$ cat src/hdl/clock_pkg.sv
package clock_pkg;

	// ----------------------------------------
	// operating mode and field select
	// ----------------------------------------
	typedef enum logic [1:0] {
		MODE_CLOCK = 2'd0,
		MODE_SETUP = 2'd1,
		MODE_ALARM = 2'd2
	} mode_e;

	typedef enum logic [1:0] {
		POS_SEC = 2'd0,
		POS_MIN = 2'd1,
		POS_HR  = 2'd2
	} pos_e;

	// ----------------------------------------
	// bundles
	// ----------------------------------------
	typedef struct packed {
		logic [5:0] hr;
		logic [5:0] min;
		logic [5:0] sec;
	} hms_t;

	// press pulses, also raw active-low button levels
	typedef struct packed {
		logic mode;
		logic pos;
		logic inc;
		logic alm;
	} btn_t;

	typedef struct packed {
		logic sec;
		logic min;
		logic hr;
	} step_t;

	// ----------------------------------------
	// counting and display constants
	// ----------------------------------------
	localparam logic [5:0] SEC_MAX = 6'd59;
	localparam logic [5:0] MIN_MAX = 6'd59;
	localparam logic [5:0] HR_MAX  = 6'd23;

	localparam int NUM_DIGITS = 6;
	localparam int SEG_W      = 7;
	localparam int SCAN_W     = $clog2(NUM_DIGITS);	// scan index width

	// defaults for a 50 MHz clk
	localparam int SEC_DIV_DEF  = 50_000_000;	// 1 Hz
	localparam int SCAN_DIV_DEF = 5_000;		// 10 kHz digit rate
	localparam int DEB_DIV_DEF  = 500_000;		// 100 Hz sampling

endpackage

$ cat src/hdl/tick_gen.sv
`timescale 1ns/100ps

module tick_gen #(
	parameter int DIV = 2
) (
	input  logic clk,
	input  logic rst_n,
	output logic o_tick
);

	logic [31:0] cnt;

	always_ff @(posedge clk or negedge rst_n) begin
		if (rst_n == 1'b0) begin
			cnt <= 32'd0;
		end else begin
			if (cnt == 32'(DIV - 1)) begin
				cnt <= 32'd0;	// terminal count, start over
			end else begin
				cnt <= cnt + 32'd1;
			end
		end
	end

	// one clk wide, on the terminal count
	assign o_tick = (cnt == 32'(DIV - 1));

endmodule

$ cat src/hdl/button_sync.sv
`timescale 1ns/100ps

module button_sync import clock_pkg::*; (
	input  logic clk,
	input  logic rst_n,
	input  btn_t i_btn,		// active low
	input  logic i_deb_tick,
	output btn_t o_press
);

	btn_t sync_q1;
	btn_t sync_q2;
	btn_t samp_new;
	btn_t samp_old;

	// ----------------------------------------
	// two-flop synchronizer
	// ----------------------------------------
	always_ff @(posedge clk or negedge rst_n) begin
		if (rst_n == 1'b0) begin
			sync_q1 <= '1;	// idle high
			sync_q2 <= '1;
		end else begin
			sync_q1 <= i_btn;
			sync_q2 <= sync_q1;
		end
	end

	// ----------------------------------------
	// debounce samples
	// ----------------------------------------
	always_ff @(posedge clk or negedge rst_n) begin
		if (rst_n == 1'b0) begin
			samp_new <= '1;
			samp_old <= '1;
		end else begin
			if (i_deb_tick) begin
				samp_new <= sync_q2;
				samp_old <= samp_new;
			end
		end
	end

	// falling edge between two samples -> one pulse
	// samples only move on a tick, so gating by the tick gives a single cycle
	assign o_press = i_deb_tick ? btn_t'(samp_old & ~samp_new) : '0;

endmodule

$ cat src/hdl/clock_ctrl.sv
`timescale 1ns/100ps

module clock_ctrl import clock_pkg::*; (
	input  logic  clk,
	input  logic  rst_n,
	input  btn_t  i_press,
	input  logic  i_sec_tick,
	output mode_e o_mode,
	output step_t o_time_step,
	output step_t o_alarm_step,
	output logic  o_run,
	output logic  o_alarm_en
);

	pos_e  pos;
	step_t sel_step;	// inc routed to the selected field

	// ----------------------------------------
	// mode, position, alarm enable
	// ----------------------------------------
	always_ff @(posedge clk or negedge rst_n) begin
		if (rst_n == 1'b0) begin
			o_mode     <= MODE_CLOCK;
			pos        <= POS_SEC;
			o_alarm_en <= 1'b0;
		end else begin
			if (i_press.mode) begin
				case (o_mode)
					MODE_CLOCK: o_mode <= MODE_SETUP;
					MODE_SETUP: o_mode <= MODE_ALARM;
					default:    o_mode <= MODE_CLOCK;
				endcase
			end
			if (i_press.pos) begin
				case (pos)
					POS_SEC: pos <= POS_MIN;
					POS_MIN: pos <= POS_HR;
					default: pos <= POS_SEC;
				endcase
			end
			if (i_press.alm)
				o_alarm_en <= ~o_alarm_en;	// toggle
		end
	end

	// ----------------------------------------
	// step routing
	// ----------------------------------------
	always_comb begin
		sel_step = '0;
		case (pos)
			POS_SEC: sel_step.sec = i_press.inc;
			POS_MIN: sel_step.min = i_press.inc;
			default: sel_step.hr  = i_press.inc;
		endcase
	end

	assign o_run = (o_mode != MODE_SETUP);	// time halts only in setup

	always_comb begin
		o_time_step  = '0;
		o_alarm_step = '0;
		case (o_mode)
			MODE_SETUP: o_time_step  = sel_step;
			MODE_ALARM: o_alarm_step = sel_step;
			default:    ;	// inc ignored in clock mode
		endcase
		o_time_step.sec = o_time_step.sec | (o_run & i_sec_tick);
	end

endmodule

$ cat src/hdl/hms_counter.sv
`timescale 1ns/100ps

module hms_counter import clock_pkg::*; #(
	parameter bit CASCADE = 1'b1
) (
	input  logic  clk,
	input  logic  rst_n,
	input  step_t i_step,
	output hms_t  o_hms
);

	logic sec_wrap;
	logic min_inc;
	logic min_wrap;
	logic hr_inc;

	// next value of one field, wraps to 0 past max
	function automatic logic [5:0] next_field(
		input logic [5:0] val,
		input logic [5:0] max,
		input logic       inc
	);
		if (!inc)
			next_field = val;
		else if (val >= max)
			next_field = 6'd0;
		else
			next_field = val + 6'd1;
	endfunction

	// ----------------------------------------
	// carry chain
	// ----------------------------------------
	assign sec_wrap = i_step.sec && (o_hms.sec >= SEC_MAX);
	assign min_inc  = i_step.min || (CASCADE && sec_wrap);
	assign min_wrap = min_inc && (o_hms.min >= MIN_MAX);
	assign hr_inc   = i_step.hr || (CASCADE && min_wrap);

	// ----------------------------------------
	// registers
	// ----------------------------------------
	always_ff @(posedge clk or negedge rst_n) begin
		if (rst_n == 1'b0) begin
			o_hms <= '0;	// 00:00:00
		end else begin
			o_hms.sec <= next_field(o_hms.sec, SEC_MAX, i_step.sec);
			o_hms.min <= next_field(o_hms.min, MIN_MAX, min_inc);
			o_hms.hr  <= next_field(o_hms.hr, HR_MAX, hr_inc);
		end
	end

endmodule

$ cat src/hdl/alarm_match.sv
`timescale 1ns/100ps

module alarm_match import clock_pkg::*; (
	input  logic clk,
	input  logic rst_n,
	input  hms_t i_time,
	input  hms_t i_alarm,
	input  logic i_alarm_en,
	output logic o_alarm
);

	logic match;

	assign match = (i_time == i_alarm);

	// latches on a match, cleared only when enable drops
	always_ff @(posedge clk or negedge rst_n) begin
		if (rst_n == 1'b0) begin
			o_alarm <= 1'b0;
		end else begin
			o_alarm <= i_alarm_en & (o_alarm | match);
		end
	end

endmodule

$ cat src/hdl/seg_display.sv
`timescale 1ns/100ps

module seg_display import clock_pkg::*; (
	input  logic                  clk,
	input  logic                  rst_n,
	input  logic                  i_scan_tick,
	input  mode_e                 i_mode,
	input  hms_t                  i_time,
	input  hms_t                  i_alarm,
	output logic [SEG_W-1:0]      o_seg,		// {a..g}, active high
	output logic [NUM_DIGITS-1:0] o_seg_enb		// active low
);

	hms_t              shown;
	logic [3:0]        digit [NUM_DIGITS];
	logic [SCAN_W-1:0] scan_idx;

	// ----------------------------------------
	// bcd to seven segments
	// ----------------------------------------
	function automatic logic [SEG_W-1:0] seg_decode(input logic [3:0] code);
		case (code)
			4'd0:    seg_decode = 7'b111_1110;
			4'd1:    seg_decode = 7'b011_0000;
			4'd2:    seg_decode = 7'b110_1101;
			4'd3:    seg_decode = 7'b111_1001;
			4'd4:    seg_decode = 7'b011_0011;
			4'd5:    seg_decode = 7'b101_1011;
			4'd6:    seg_decode = 7'b101_1111;
			4'd7:    seg_decode = 7'b111_0000;
			4'd8:    seg_decode = 7'b111_1111;
			4'd9:    seg_decode = 7'b111_0011;
			default: seg_decode = 7'b000_0000;	// blank
		endcase
	endfunction

	function automatic logic [3:0] tens(input logic [5:0] val);
		tens = 4'(val / 6'd10);
	endfunction

	function automatic logic [3:0] ones(input logic [5:0] val);
		ones = 4'(val % 6'd10);
	endfunction

	// ----------------------------------------
	// source select and digit split
	// ----------------------------------------
	assign shown = (i_mode == MODE_ALARM) ? i_alarm : i_time;

	always_comb begin
		digit[0] = ones(shown.sec);
		digit[1] = tens(shown.sec);
		digit[2] = ones(shown.min);
		digit[3] = tens(shown.min);
		digit[4] = ones(shown.hr);
		digit[5] = tens(shown.hr);
	end

	// ----------------------------------------
	// scan
	// ----------------------------------------
	always_ff @(posedge clk or negedge rst_n) begin
		if (rst_n == 1'b0) begin
			scan_idx <= '0;
		end else begin
			if (i_scan_tick) begin
				if (scan_idx == SCAN_W'(NUM_DIGITS - 1))
					scan_idx <= '0;
				else
					scan_idx <= scan_idx + 1'b1;
			end
		end
	end

	assign o_seg     = seg_decode(digit[scan_idx]);
	assign o_seg_enb = ~(NUM_DIGITS'(1) << scan_idx);	// one low bit

endmodule

$ cat src/hdl/digital_clock.sv
`timescale 1ns/100ps

module digital_clock import clock_pkg::*; #(
	parameter int SEC_DIV  = SEC_DIV_DEF,
	parameter int SCAN_DIV = SCAN_DIV_DEF,
	parameter int DEB_DIV  = DEB_DIV_DEF
) (
	input  logic                  clk,
	input  logic                  rst_n,
	input  btn_t                  i_btn,
	output logic [SEG_W-1:0]      o_seg,
	output logic [NUM_DIGITS-1:0] o_seg_enb,
	output logic                  o_alarm
);

	logic  sec_tick;
	logic  scan_tick;
	logic  deb_tick;
	btn_t  press;
	mode_e mode;
	step_t time_step;
	step_t alarm_step;
	logic  alarm_en;
	hms_t  time_hms;
	hms_t  alarm_hms;

	// ----------------------------------------
	// tick sources
	// ----------------------------------------
	tick_gen #(.DIV(SEC_DIV))  u_sec_tick  (.clk(clk), .rst_n(rst_n), .o_tick(sec_tick));
	tick_gen #(.DIV(SCAN_DIV)) u_scan_tick (.clk(clk), .rst_n(rst_n), .o_tick(scan_tick));
	tick_gen #(.DIV(DEB_DIV))  u_deb_tick  (.clk(clk), .rst_n(rst_n), .o_tick(deb_tick));

	// ----------------------------------------
	// buttons and control
	// ----------------------------------------
	button_sync u_button_sync (
		.clk        (clk),
		.rst_n      (rst_n),
		.i_btn      (i_btn),
		.i_deb_tick (deb_tick),
		.o_press    (press)
	);

	clock_ctrl u_clock_ctrl (
		.clk          (clk),
		.rst_n        (rst_n),
		.i_press      (press),
		.i_sec_tick   (sec_tick),
		.o_mode       (mode),
		.o_time_step  (time_step),
		.o_alarm_step (alarm_step),
		.o_run        (),		// consumed inside the controller
		.o_alarm_en   (alarm_en)
	);

	// ----------------------------------------
	// time, alarm, display
	// ----------------------------------------
	hms_counter #(.CASCADE(1'b1)) u_time  (.clk(clk), .rst_n(rst_n), .i_step(time_step),
		.o_hms(time_hms));
	hms_counter #(.CASCADE(1'b0)) u_alarm (.clk(clk), .rst_n(rst_n), .i_step(alarm_step),
		.o_hms(alarm_hms));

	alarm_match u_alarm_match (
		.clk        (clk),
		.rst_n      (rst_n),
		.i_time     (time_hms),
		.i_alarm    (alarm_hms),
		.i_alarm_en (alarm_en),
		.o_alarm    (o_alarm)
	);

	seg_display u_seg_display (
		.clk         (clk),
		.rst_n       (rst_n),
		.i_scan_tick (scan_tick),
		.i_mode      (mode),
		.i_time      (time_hms),
		.i_alarm     (alarm_hms),
		.o_seg       (o_seg),
		.o_seg_enb   (o_seg_enb)
	);

endmodule

$ cat config.mk
export PLATFORM = sky130hd
export DESIGN_NAME = digital_clock
export DESIGN_NICKNAME = d
export VERILOG_FILES = /design/src/hdl/clock_pkg.sv /design/src/hdl/tick_gen.sv /design/src/hdl/button_sync.sv /design/src/hdl/clock_ctrl.sv /design/src/hdl/hms_counter.sv /design/src/hdl/alarm_match.sv /design/src/hdl/seg_display.sv /design/src/hdl/digital_clock.sv
export SDC_FILE = /design/constraint.sdc
export NUM_CORES = 1
export LEC_CHECK = 0
export ABC_AREA = 1
export BUFFER_PORTS_ARGS = -buffer_cell sky130_fd_sc_hd__buf_2
export CAP_MARGIN = 20
export CORE_ASPECT_RATIO = 1.75
export CORE_MARGIN = 2
export CORE_UTILIZATION = 30
export CTS_CLUSTER_DIAMETER = 200
export DETAILED_ROUTE_END_ITERATION = 10
export GPL_TIMING_DRIVEN = 0
export HOLD_SLACK_MARGIN = 0.02
export PLACE_DENSITY = 0.46
export SLEW_MARGIN = 0
export SYNTH_ARGS = -nofsm -noshare
export SYNTH_HDL_FRONTEND = slang
export SYNTH_SLANG_ARGS = --single-unit
$ cat constraint.sdc
create_clock -name clk -period 3 [get_ports clk]
set_input_delay 0.15 -clock clk [delete_from_list [all_inputs] [get_ports clk]]
set_output_delay 0.15 -clock clk [all_outputs]
set_load 0.02 [all_outputs]
# Word-level counts from Yosys, hierarchy flattened
# Memory sizes are Yosys's and may differ from the RTL's.
# Cells that the tools add are included.
[totals]
output_inout_bits = 14
reg_bits = 157
inputBits = 6
romBits = 112
n_memories = 1
[classes]
n_eq_ne = 9
n_addsub = 10
reduce_logical = 7
div_mod_pow = 6
muxes = 22
shifts = 1
order_cmp = 7
n_bitwise = 9
[memory_table]
columns = ["memory", "words", "width", "read_ports", "rd_clocked_by_memory_dff", "write_ports", "line_no", "text"]
rows = [
  ["(no name shown)", 16, 7, 1, 0, 0, "seg_display.sv:22", "case (code)"],
]
[ops]
columns = ["op", "n"]
rows = [
  ["adder 32 x 1 -> 32 bit (second input constant)", 3],
  ["2-to-1 mux 32 bit", 3],
  ["adder 6 x 1 -> 6 bit (second input constant)", 6],
  ["2-to-1 mux 6 bit", 6],
  ["== test 32 x 13 -> 1 bit (second input constant)", 1],
  ["== test 32 x 19 -> 1 bit (second input constant)", 1],
  ["== test 32 x 26 -> 1 bit (second input constant)", 1],
  ["greater-or-equal comparator 6 bit (second input constant)", 4],
  ["divider 6 x 4 -> 6 bit (second input constant)", 3],
  ["== test 18 bit", 1],
  ["remainder unit 6 x 4 -> 6 bit (second input constant)", 3],
  ["2-to-1 mux 18 bit", 1],
  ["binary-select mux 4 bit (select 3 bit)", 1],
  ["greater-or-equal comparator 6 x 5 -> 1 bit (second input constant)", 2],
  ["2-to-1 mux 4 bit", 3],
  ["2-to-1 mux 3 bit", 3],
  ["one-hot mux 2 bit (2 select lines)", 2],
  ["inverter 6 bit", 1],
  ["<< shifter 1 x 3 -> 6 bit (first input constant)", 1],
  ["AND 4 bit", 1],
  ["== test 2 x 1 -> 1 bit (second input constant)", 2],
  ["greater-or-equal comparator 4 bit (second input constant)", 1],
  ["zero test 2 bit", 2],
  ["inverter 3 -> 4 bit", 1],
  ["other kinds (12)", 18],
]

# Logic depth before layout (Yosys ltp)
# Gate-level depths: netlist (run 1).
[logic_depth]
ltp_word = 10
mapped_depth = 29
mapped_depth_nobuf = 28

# By module
# From an unflattened synthesis (run 1), not the netlist that was laid out.
[hier_totals]
cells_unflattened = 1583
area_unflattened_um2 = 10846.7
[by_module_without_submodules]
columns = ["module", "cells_per_inst", "instances", "area_each_um2"]
rows = [
  ["tick_gen (u_sec_tick)", 289, 1, 2009.4],
  ["tick_gen (u_scan_tick)", 291, 1, 1986.9],
  ["tick_gen (u_deb_tick)", 296, 1, 1984.4],
  ["seg_display", 297, 1, 1751.7],
  ["hms_counter (u_time)", 130, 1, 1011.0],
  ["hms_counter (u_alarm)", 125, 1, 932.1],
  ["button_sync", 51, 1, 569.3],
  ["alarm_match", 71, 1, 339.1],
  ["clock_ctrl", 33, 1, 262.8],
]

# Worst setup path before layout (run 1)
# OpenSTA, ideal clock, no wires.
[synth_path]
kind = "register -> output"
start = "register u_clock_ctrl.o_mode[1]"
end = "output o_seg[6]"
stages_incl_launch_ff = 26
t_arrival_ps = 2946
t_required_ps = 2850
setup_slack_ps = -96
cell_sequence = "dfrtp_1 buf_6 inv_4 nor2_2 nand2_2 nand2_2 nand3_2 nand2_1 inv_1 ha_1 nand3_1 nor2_1 nand2_1 nand3_2 o21ai_2 nand2_2 nand2_4 o21bai_1 a21oi_1 inv_1 ha_1 inv_1 nand2_1 o21ai_0 nand2_1 nand2_1"
[synth_between]
elab_chain_len = 7
elab_cells_between_ends = 12
cone_classes = "div (6); eq/ne (1); mux (4); memory (1)"
[synth_rtl]
columns = ["item", "line_no", "text"]
rows = [
  ["start: declaration", "clock_ctrl.sv:8", "output mode_e o_mode,"],
  ["start signal: assignment", "clock_ctrl.sv:23", "o_mode <= MODE_CLOCK;"],
  ["start signal: assignment", "clock_ctrl.sv:29", "MODE_CLOCK: o_mode <= MODE_SETUP;"],
  ["start signal: assignment", "clock_ctrl.sv:30", "MODE_SETUP: o_mode <= MODE_ALARM;"],
  ["== test 2 bit (*)", "seg_display.sv:48", "assign shown = (i_mode == MODE_ALARM) ? i_alarm : i_time;"],
  ["2-to-1 mux 18 bit (*)", "seg_display.sv:48", ""],
  ["divider 6 x 4 -> 6 bit / remainder unit 6 x 4 -> 6 bit (equally long branches)", "seg_display.sv:38, seg_display.sv:42", ""],
  ["binary-select mux 4 bit (select 3 bit) (*)", "seg_display.sv:75", "assign o_seg = seg_decode(digit[scan_idx]);"],
  ["2-to-1 mux 4 bit (not written as such) (*) (2 in series)", "seg_display.sv:75", ""],
  ["memory read (16 x 7 bit) (*)", "--", ""],
  ["end: declaration", "digital_clock.sv:11", "output logic [SEG_W-1:0] o_seg,"],
]
# Mark *: on every way between the ends. The rest lies on a longest branch, timed or not. The select of a mux whose other input is x is not followed.

# Worst setup path in the final report (run 1)
# Ends and elaborated chain as after synthesis.

==> impl_metrics.yaml, run 1 <==
status:
  status: "finished with violations"
  violations: "setup timing"
setup_path:
  endpoint_kind: "output pin"
  setup.worst_path.end: "o_seg[6]"
  critPathLaunchType: "flip-flop"
  worst-path-max-fanout: 5
  criticalPathCategory: "flip-flop to output pin"
  cp_common_cell: "nand2_2"
  crit_cells: 25
  max_stage_delay_ns: 0.46
  ff2ff_path_depth: 13
  arrival_ns: 3.36
  reg2reg_to: "u_alarm.o_hms[16]"
  r2r_start: "u_deb_tick.cnt[0]"
  critical_path.top_delay_family: "simple AND/OR/NAND/NOR gates"
  cp.required_ns: 2.85
  cp.buffers_inverters: 6
  rrSetupSlack_ns: 0.36
  startpoint: "u_clock_ctrl.o_mode[1]"
  cpMaxStageDelayCell: "dfrtp_2"
sta:
  maxSlewHeadroom_pct: 46.9
  period_minus_slack_ns: 3.51
  tightestPinTransition_ns: 0.777
  finalHoldViolCount: 0
  fin_skew_ns: 0.00782
  max_freq_mhz: 285
  layout_setup_ws_ns: -0.508
  report.final.slew_viol_count: 0
  min_period_over_period_pct: 117
  grt_setup_unrepaired: "yes"
  setup_violations: 7
routing:
  firstDrtPassIters: 4
  vias: 8167
  drc: 0
  drtIter0Drc: 335
  wl_per_cell_um: 13.8
  vias_per_cell: 4.72
  ant_nets: 0
  wl_um: 23900
pwr:
  finalPower_w: 0.00435
  peakVddDrop_mv: 0.396
  power_density_nw_per_um2: 378
  power.leakage_nw: 5.53
run:
  drv_cap: 0
global_route:
  use_met3_pct: 2.72
  grt_max_degree: 109
  grt_pass1_wl_um: 40200
  busiest_layer: "met2"
  gr-usage-met2_pct: 29.7
  grt_pass1_vias: 8465
  grtUsageTotal_pct: 15.1
  antenna_found_initial: 0
  overflow: 0
  grt_use_met1_pct: 15.1
synth:
  synthTopCellsByArea: "dfrtp_1 (37%), nand2_1 (9.7%), inv_1 (9.0%)"
  syn-cell-area_um2: 9490
  ys_seq_elements: 157
  avgSynthCellArea_um2: 7.67
  netlist.top_cell.by_area: "dfrtp_1"
  synth_ff_type: "dfrtp_1"
  synth_seq_area_share_pct: 41.6
  syn-num-nets: 1266
  yosys_warnings: 0
  async_flop_share_pct: 100
  synth_top_area_share_pct: 37.2
  ys_types: 52
  synth_cells: 1237
  synth_edf_count: 0
clock_network:
  clock_latency_ns: 0.44
  clockBufferDepth: 2
  path_clk_slew_ns: 0.06
  cts.sinks: 157
  htree_levels: 4
  cts_root_buf: "clkbuf_16"
  cts_buffers: 17
  cts_tree: "yes"
die:
  dieArea_um2: 33100
  die_h_um: 239
  start_util_pct: 30.3
  core_um2: 31300
  rows: 86
  ios: 20
  die_w_um: 138
layout:
  layout.nets: 1350
  antenna_cells: 0
  area_growth_pct: 21.3
  final-instance-count-excl-fill: 1730
  drive_above_1_share_pct: 18.2
placed_design:
  port_buffers: 19
  dp_cells: 1653
  gp_congestion: 0.815
  place.detailed.hpwl_um: 17700
min_path:
  min_path_type: "primary input to async pin"
per-stage QoR:
stage          instance area [um2]  setup slack [ns]  util [%]  TNS [ns]  hold WS [ns]
2_1_floorplan                 9510           0.00478         -         0        -0.146
3_3_place_gp                 10100            -0.946      32.3   -132.61         0.256
3_5_place_dp                 10100            -0.519      32.4     -3.78        0.0991
4_1_cts                      11300            -0.513      36.1     -3.40         0.210
5_1_grt                      11500            -0.724      36.7     -4.87         0.249
6_report                     11500            -0.508      36.7     -3.34         0.194
Yosys cell counts (all sizes together), types with 2 or more instances:
| cell type | count |
|---|---|
| o211ai | 2 |
| nand3b | 4 |
| nand3 | 91 |
| clkinv | 2 |
| xor2 | 66 |
| clkbuf | 2 |
| ha | 23 |
| a221oi | 4 |
| nor4 | 35 |
| nand4 | 39 |
| a21oi | 42 |
| nor2 | 112 |
| xnor2 | 8 |
| o221a | 2 |
| a211oi | 2 |
| nor3 | 44 |
| dfrtp | 141 |
| o21ai | 62 |
| o21a | 4 |
| a31oi | 3 |
| nor3b | 8 |
| inv | 236 |
| o22ai | 8 |
| dfstp | 16 |
| or2 | 2 |
| nand2 | 263 |
| buf | 4 |
| a32o | 2 |
layer usage:
metal / wire (um) / share of wire (%) / vias up
met1: 9260 / 39 / 3870
li1: - / - / 4168
met2: 13500 / 56 / 91
met4: 745 / 3.1 / 0
met3: 436 / 1.8 / 38
met5: 0 / 0 / -
report_power, final:
part	total (W)	internal, W	switching (W)	leakage, nW
sequential	0.00213	0.00213	0.00000135	2.09
clock	0.00216	0.00128	0.000885	0.287
combinational	0.0000553	0.0000115	0.0000438	3.15
total	0.00435	0.00342	0.000930	5.53
sequential cells by signal, indices dropped and copies added, names as in the netlist, 3 cells and up:
signal	cells
u_scan_tick.cnt	32
u_button_sync.samp_old	4
u_sec_tick.cnt	32
u_deb_tick.cnt	32
u_alarm.o_hms	18
u_button_sync.sync_q2	4
u_button_sync.sync_q1	4
u_seg_display.scan_idx	3
u_time.o_hms	18
u_button_sync.samp_new	4
cells in the final DEF, fill, tap and decap left out, types with 4 or more instances in the layout:
cell type,n
dfstp_2,16
dfrtp_1,139
nand2_4,11
inv_1,218
buf_6,11
nor3_1,41
nor3b_1,7
buf_2,12
xnor2_1,8
inv_2,14
nand2_2,38
nor4_2,5
o21ai_2,8
a221oi_1,4
nand3_1,75
o21ai_0,51
nand3_2,13
a21oi_2,5
dlygate4sd3_1,5
nor2_2,5
nor4_1,30
clkbuf_16,20
o22ai_1,7
nand4_1,38
ha_1,15
nor2_1,105
clkbuf_1,7
ha_4,6
nand2_1,213
buf_4,37
a21oi_1,37
nand3b_1,4
xor2_1,66
worst reg2reg max path: cells and delay by family (launching register included):
kind,cells,cell delay (ns)
DFF,1,0.38
adders and majority gates,1,0.20
AOI/OAI and AO/OA,1,0.12
and+or+nand+nor,9,1.69
buffers and inverters,2,0.18
logic make-up (layout without fill, tap and decap cells):
kind of cell               Yosys count  in the layout  synth area share (%)
adders and majority gates           23             23                  3.03
AOI/OAI and AO/OA                  136            136                  8.44
muxes                                1              1                 0.119
DFF                                157            157                  41.6
and+or+nand+nor                    602            602                  29.9
xor gates and xnor gates            74             74                  6.83
buffers and inverters              244            341                  10.0
worst min path at each step:
stage | endpoint | start | cells after the start | slack [ns]
after floorplan | u_alarm.o_hms[0] | rst_n | 0 | -0.15
after global placement | u_button_sync.sync_q1[0] | i_btn[0] | 1 | 0.26
after detailed placement | u_deb_tick.cnt[23] | rst_n | 1 | 0.1
after CTS | u_deb_tick.cnt[25] | rst_n | 2 | 0.21
after global routing | u_deb_tick.cnt[25] | rst_n | 2 | 0.25
final | u_deb_tick.cnt[25] | rst_n | 2 | 0.19
cell type report:
type	instances	area, um2
timing repair buffer	66	559
clock buffer	29	564
multi-input combinational	836	4950
inverter	238	911
fill	3256	19800
tap	396	495
buffer	5	56.3
clock inverter	3	18.8
sequential	157	3950
what timing repair did:
item	in CTS	in global routing
setup endpoints to repair	13	20
buffers inserted	31	8
endpoints found under the hold margin	53	0
pin swaps	44	31
gates resized for setup	80	35
hold buffers	5	0
cloned	2	0
(Power assumes the default switching activity.)
==> run 2: changes to the inputs <==
Settings changed: CORE_MARGIN 2 to unset, RECOVER_POWER set to 25.
==> impl_metrics.yaml, run 2 (synthesis results as in run 1) <==
layout:
  antenna_cells: 0
  area_growth_pct: 23.8
  mostFrequentLayoutCell: "inv_1"
  layout.nets: 1360
  final_cell_mix: "inv_1 (216), nand2_1 (200), dfrtp_1 (139)"
  drive_above_1_share_pct: 20.8
  reg_top3: "u_deb_tick.cnt: 32 flops, u_scan_tick.cnt: 32 flops, u_sec_tick.cnt: 32 flops"
sta:
  layout_setup_ws_ns: -0.566
  period_minus_slack_ns: 3.57
  tightestPinTransition_ns: 1.53
  grt_setup_unrepaired: "yes"
  min_period_over_period_pct: 119
  tns_ns: -3.80
  setup_violations: 7
  finalHoldViolCount: 0
  fin_skew_ns: 0.00693
  maxSlewHeadroom_pct: -1.95
  report.final.slew_viol_count: 109
  holdWs_ns: 0.348
  max_freq_mhz: 280
min_path:
  min_path_type: "primary input to flip-flop"
clock_network:
  path_clk_slew_ns: 0.07
  htree_levels: 4
  cts_buffers: 17
  clockBufferDepth: 2
  cts_tree: "yes"
  cts.sinks: 157
  clock_latency_ns: 0.44
  cts_root_buf: "clkbuf_16"
routing:
  drc: 0
  drtIter0Drc: 271
  wl_um: 24200
  highest_layer: "met4"
  routed-wl-met2_um: 13700
  met3_length_um: 472
  wl_per_cell_um: 14.0
  firstDrtPassIters: 4
  vias_per_cell: 4.76
  wl_met1_um: 9250
  ant_nets: 0
  vias: 8251
pwr:
  power.leakage_nw: 5.63
  peakVddDrop_mv: 0.415
  power_density_nw_per_um2: 381
die:
  core_um2: 30900
  die_w_um: 136
  dieArea_um2: 32400
  die_h_um: 237
  ios: 20
  start_util_pct: 30.7
  rows: 85
status:
  status: "finished with violations"
  violations: "capacitance limit, slew limit, setup timing"
setup_path:
  criticalPathCategory: "flip-flop to output pin"
  worst-path-max-fanout: 5
  cp.required_ns: 2.85
  critPathLaunchType: "flip-flop"
  endpoint_kind: "output pin"
  arrival_ns: 3.42
placed_design:
  port_buffers: 19
  place.detailed.hpwl_um: 17500
  gp_congestion: 0.824
global_route:
  grt_pass1_vias: 8403
  antenna_found_initial: 0
  grt_max_degree: 110
  grt_pass1_wl_um: 40300
  grtUsageTotal_pct: 15.9
  overflow: 0
run:
  drv_cap: 1
[run 2: final timing paths]
check / startpoint / to / slack, ns / cells past startpoint
worst max-delay path: u_clock_ctrl.o_mode[0] / o_seg[3] / -0.57 / 26
worst min-delay path: i_btn[3] / u_button_sync.sync_q1[3] / 0.35 / 2
worst max register to register: u_deb_tick.cnt[0] / u_time.o_hms[16] / 0.35 / 17
worst min register to register: u_button_sync.sync_q1[0] / u_button_sync.sync_q2[0] / 0.36 / 0
max in group asynchronous: rst_n / u_clock_ctrl.o_mode[0] / 0.16 / 3
min in group asynchronous: rst_n / u_deb_tick.cnt[21] / 0.52 / 2
[run 2: routing by layer]
layer  global-route usage (%)  up-vias
met5                        0        -
met4                     7.44        0
met3                     2.69       43
met2                     30.3       91
met1                     16.2     3925
li1                         -     4192
[run 2: final cells by class]
type,instances,area (um2)
fillers,3191,19200
multi-input cells,836,5090
flip-flops and latches,157,3950
inverters,238,913
repair buffers,76,631
well taps,391,489
clock buffers,22,474
clock inverters,10,135
plain buffers,5,60.1
[run 2: power breakdown]
part,total [W],internal [W],leakage [nW],switching (W)
Sequential,0.00213,0.00213,2.09,0.00000132
Clock,0.00230,0.00137,0.301,0.000920
Combinational,0.0000492,0.00000704,3.23,0.0000422
Total,0.00447,0.00351,5.63,0.000964
[run 2: what timing repair did]
action	CTS	global route
resized for setup	76	76
setup endpoints to repair	13	24
hold endpoints to repair	52	0
cloned	1	1
pin swaps	47	41
setup buffers	36	14
hold buffers	5	0
[run 2: critical path, stage by stage (launching register included)]
cell,delay (ns)
dfrtp_2,0.42
inv_4,0.09
nand2_8,0.08
buf_8,0.15
nand2_4,0.07
nand2_4,0.06
inv_2,0.06
nand2_2,0.06
nand2_2,0.08
inv_2,0.05
ha_4,0.15
nand3_2,0.07
nor2_2,0.04
nand2_2,0.11
nand3_4,0.13
o21ai_4,0.18
nand2_2,0.10
nand2_4,0.10
o21bai_4,0.07
a21oi_4,0.19
buf_6,0.14
ha_4,0.20
nand2_2,0.06
o21ai_1,0.06
nand2_1,0.08
nand2_2,0.05
buf_6,0.12
[run 2: metrics by stage]
stage | power, W | area, um2 | util (%) | setup slack (ns) | std cells
2_1_floorplan | 0.00217 | 9510 | - | 0.00478 | 1237
3_3_place_gp | 0.00222 | 10100 | 32.6 | -0.960 | 1647
3_5_place_dp | 0.00222 | 10100 | 32.7 | -0.519 | 1648
4_1_cts | 0.00456 | 11400 | 36.7 | -0.501 | 1721
5_1_grt | 0.00463 | 11700 | 37.9 | -0.763 | 1735
6_report | 0.00447 | 11700 | 37.9 | -0.566 | 1735
==> run 3: changes to the inputs <==
Settings changed: ABC_AREA 1 to unset.
==> impl_metrics.yaml, run 3 <==
setup_path:
  endpoint_kind: "output pin"
  max_stage_delay_ns: 0.52
  criticalPathCategory: "flip-flop to output pin"
  crit_chain: "nand2b_4, buf_6, mux2_4, a21boi_2, ha_2, nand2b_1, o311a_4, ha_4, or4_4, o211ai_4, nor3_4, buf_6, mux2i_2, mux2i_2, buf_4"
  worst-path-max-fanout: 6
  cpMaxStageDelayCell: "or4_4"
  cp.required_ns: 2.85
  critPathLaunchType: "flip-flop"
  arrival_ns: 3.89
sta:
  maxSlewHeadroom_pct: -18.7
  period_minus_slack_ns: 4.04
  holdWs_ns: 0.350
  finalHoldViolCount: 0
  report.final.slew_viol_count: 68
  min_period_over_period_pct: 135
  layout_setup_ws_ns: -1.04
  tightestPinTransition_ns: 1.78
  max_freq_mhz: 248
  grt_setup_unrepaired: "yes"
  fin_skew_ns: 0.0127
  setup_violations: 7
routing:
  ant_nets: 0
  firstDrtPassIters: 5
  wl_per_cell_um: 15.5
  drc: 0
  drtIter0Drc: 264
  wl_um: 21700
  vias: 7019
  vias_per_cell: 4.99
synth:
  synth_edf_count: 0
  avgSynthCellArea_um2: 9.56
  synthTopCellsByArea: "dfrtp_1 (39%), xnor2_1 (6.3%), dfstp_2 (4.7%)"
  syn-num-nets: 971
  async_flop_share_pct: 100
  synth_ff_type: "dfrtp_1"
  netlist.top_cell.by_area: "dfrtp_1"
  ys_types: 72
  synth_seq_area_share_pct: 43.8
  post-synth-top-count-cell: "dfrtp_1"
  synth_top_area_share_pct: 39.2
  syn-cell-area_um2: 9010
  ys_seq_elements: 157
  synth_commonest_cells: "dfrtp_1 (141), nand2_1 (89), nor2_1 (83)"
  synth_cells: 942
  yosys_warnings: 0
die:
  ios: 20
  die_h_um: 231
  core_um2: 29400
  rows: 83
  die_w_um: 133
  dieArea_um2: 30700
  start_util_pct: 30.6
clock_network:
  htree_levels: 4
  clockBufferDepth: 2
  cts.sinks: 157
  clock_latency_ns: 0.44
  path_clk_slew_ns: 0.07
  cts_buffers: 17
  cts_root_buf: "clkbuf_16"
  cts_tree: "yes"
placed_design:
  port_buffers: 19
  dp_cells: 1344
  place.detailed.hpwl_um: 15500
  gp_congestion: 0.788
pwr:
  swShare_pct: 21.8
  intPower_w: 0.00341
  p_seq_share_pct: 48.8
  p_sw_w: 0.000951
  peakVddDrop_mv: 0.382
  pwr-share-clk_pct: 50.0
  p_comb_share_pct: 1.2
  finalPower_w: 0.00436
  power.leakage_nw: 4.59
  power_density_nw_per_um2: 396
run:
  drv_cap: 1
global_route:
  grt_pass1_wl_um: 36700
  grt_pass1_vias: 7139
  grt_max_degree: 91
  grtUsageTotal_pct: 15.1
  overflow: 0
  antenna_found_initial: 0
layout:
  fillCellCount: 3003
  area_growth_pct: 22.5
  layout.nets: 1040
  mostFrequentLayoutCell: "dfrtp_1"
  final-instance-count-excl-fill: 1406
  reg_top3: "u_deb_tick.cnt: 32 flops, u_scan_tick.cnt: 32 flops, u_sec_tick.cnt: 32 flops"
  final_cell_mix: "dfrtp_1 (139), nand2_1 (88), nor2_1 (82)"
  drive_above_1_share_pct: 20.3
  antenna_cells: 0
status:
  violations: "capacitance limit, slew limit, setup timing"
  status: "finished with violations"
min_path:
  min_path_type: "primary input to flip-flop"
## run 3: cell types whose count changed in the layout (fill, tap and decap cells not counted), sizes merged, moves of 16 or more
cell	before	now
a31oi	3	19
xor2	66	42
nand4	39	22
o21ai	62	42
nand2	263	89
a21oi	42	17
mux2i	0	26
inv	238	30
nor3	44	24
clkbuf	27	43
nand3	91	62
xnor2	8	65
nor2	112	83
## run 3: final timing paths
| check | slack, ns | startpoint | depth (start not counted) | to |
|---|---|---|---|---|
| max | -1.04 | u_clock_ctrl.o_mode[0] | 15 | o_seg[2] |
| min | 0.35 | i_btn[2] | 2 | u_button_sync.sync_q1[2] |
| max reg2reg | 0.26 | u_deb_tick.cnt[6] | 10 | u_time.o_hms[16] |
| min reg2reg | 0.36 | u_button_sync.sync_q1[1] | 0 | u_button_sync.sync_q2[1] |
| max in group asynchronous | 1.08 | rst_n | 3 | u_scan_tick.cnt[30] |
| min in group asynchronous | 0.71 | rst_n | 2 | u_deb_tick.cnt[3] |
## run 3: final cells by class
cell class	count	area, um2	share of cell area, %
multi-input cells	716	5240	47.5
flip-flops and latches	157	3950	35.8
well taps	382	478	4.33
repair buffers	57	469	4.25
clock buffers	20	457	4.14
plain buffers	33	191	1.74
clock inverters	12	136	1.24
inverters	29	114	1.03
## run 3: per-layer routing
layer | wire (um) | global-route usage, %
met1 | 8690 | 16.4
met2 | 12100 | 28.5
met3 | 429 | 2.52
met4 | 512 | 6.57
met5 | 0 | 0
## run 3: cells by family after synthesis
kind of cell | synth area share [%]
AND/OR/NAND/NOR | 22.9
buffers and inverters | 3.43
multiplexers | 5.28
AO/OA/AOI/OAI | 10.9
flip-flops | 43.8
XOR/XNOR | 10.4
adder cells (fa/ha/maj) | 3.19
## run 3: per-stage QoR
step / instance area (um2) / util [%] / setup TNS [ns] / setup WS, ns
2_1_floorplan: 9150 / - / -2.01 / -0.338
4_1_cts: 10800 / 36.8 / -7.14 / -1.04
3_3_place_gp: 9720 / 33.1 / -134.45 / -0.964
3_5_place_dp: 9760 / 33.2 / -12.27 / -0.989
6_report: 11000 / 37.5 / -6.86 / -1.04
5_1_grt: 11000 / 37.5 / -7.79 / -1.16
## run 3: worst max-delay path: cells and delay by family, from the launching register on
kind	cells	cell delay, ns
adders and majority gates	2	0.36
DFF	1	0.45
and+or+nand+nor	4	0.88
muxes	3	0.65
buffers and inverters	3	0.47
AOI/OAI and AO/OA	3	0.63
## run 3: what timing repair did
action                                  CTS  global route
resized for setup                        52            31
pin swaps                                14            23
hold buffers                              5             0
setup buffers                            18            14
cloned                                    1             0
endpoints found under the setup margin   41            27
hold endpoints to repair                 63             0
## run 3: power groups by stage
| stage | sequential (W) | clock, W | combinational (W) |
|---|---|---|---|
| 2_1_floorplan | 0.00217 | 0 | 0.0000000438 |
| 3_3_place_gp | 0.00217 | 0 | 0.0000492 |
| 3_5_place_dp | 0.00217 | 0 | 0.0000553 |
| 4_1_cts | 0.00213 | 0.00226 | 0.0000603 |
| 5_1_grt | 0.00213 | 0.00234 | 0.0000634 |
| 6_report | 0.00213 | 0.00218 | 0.0000532 |
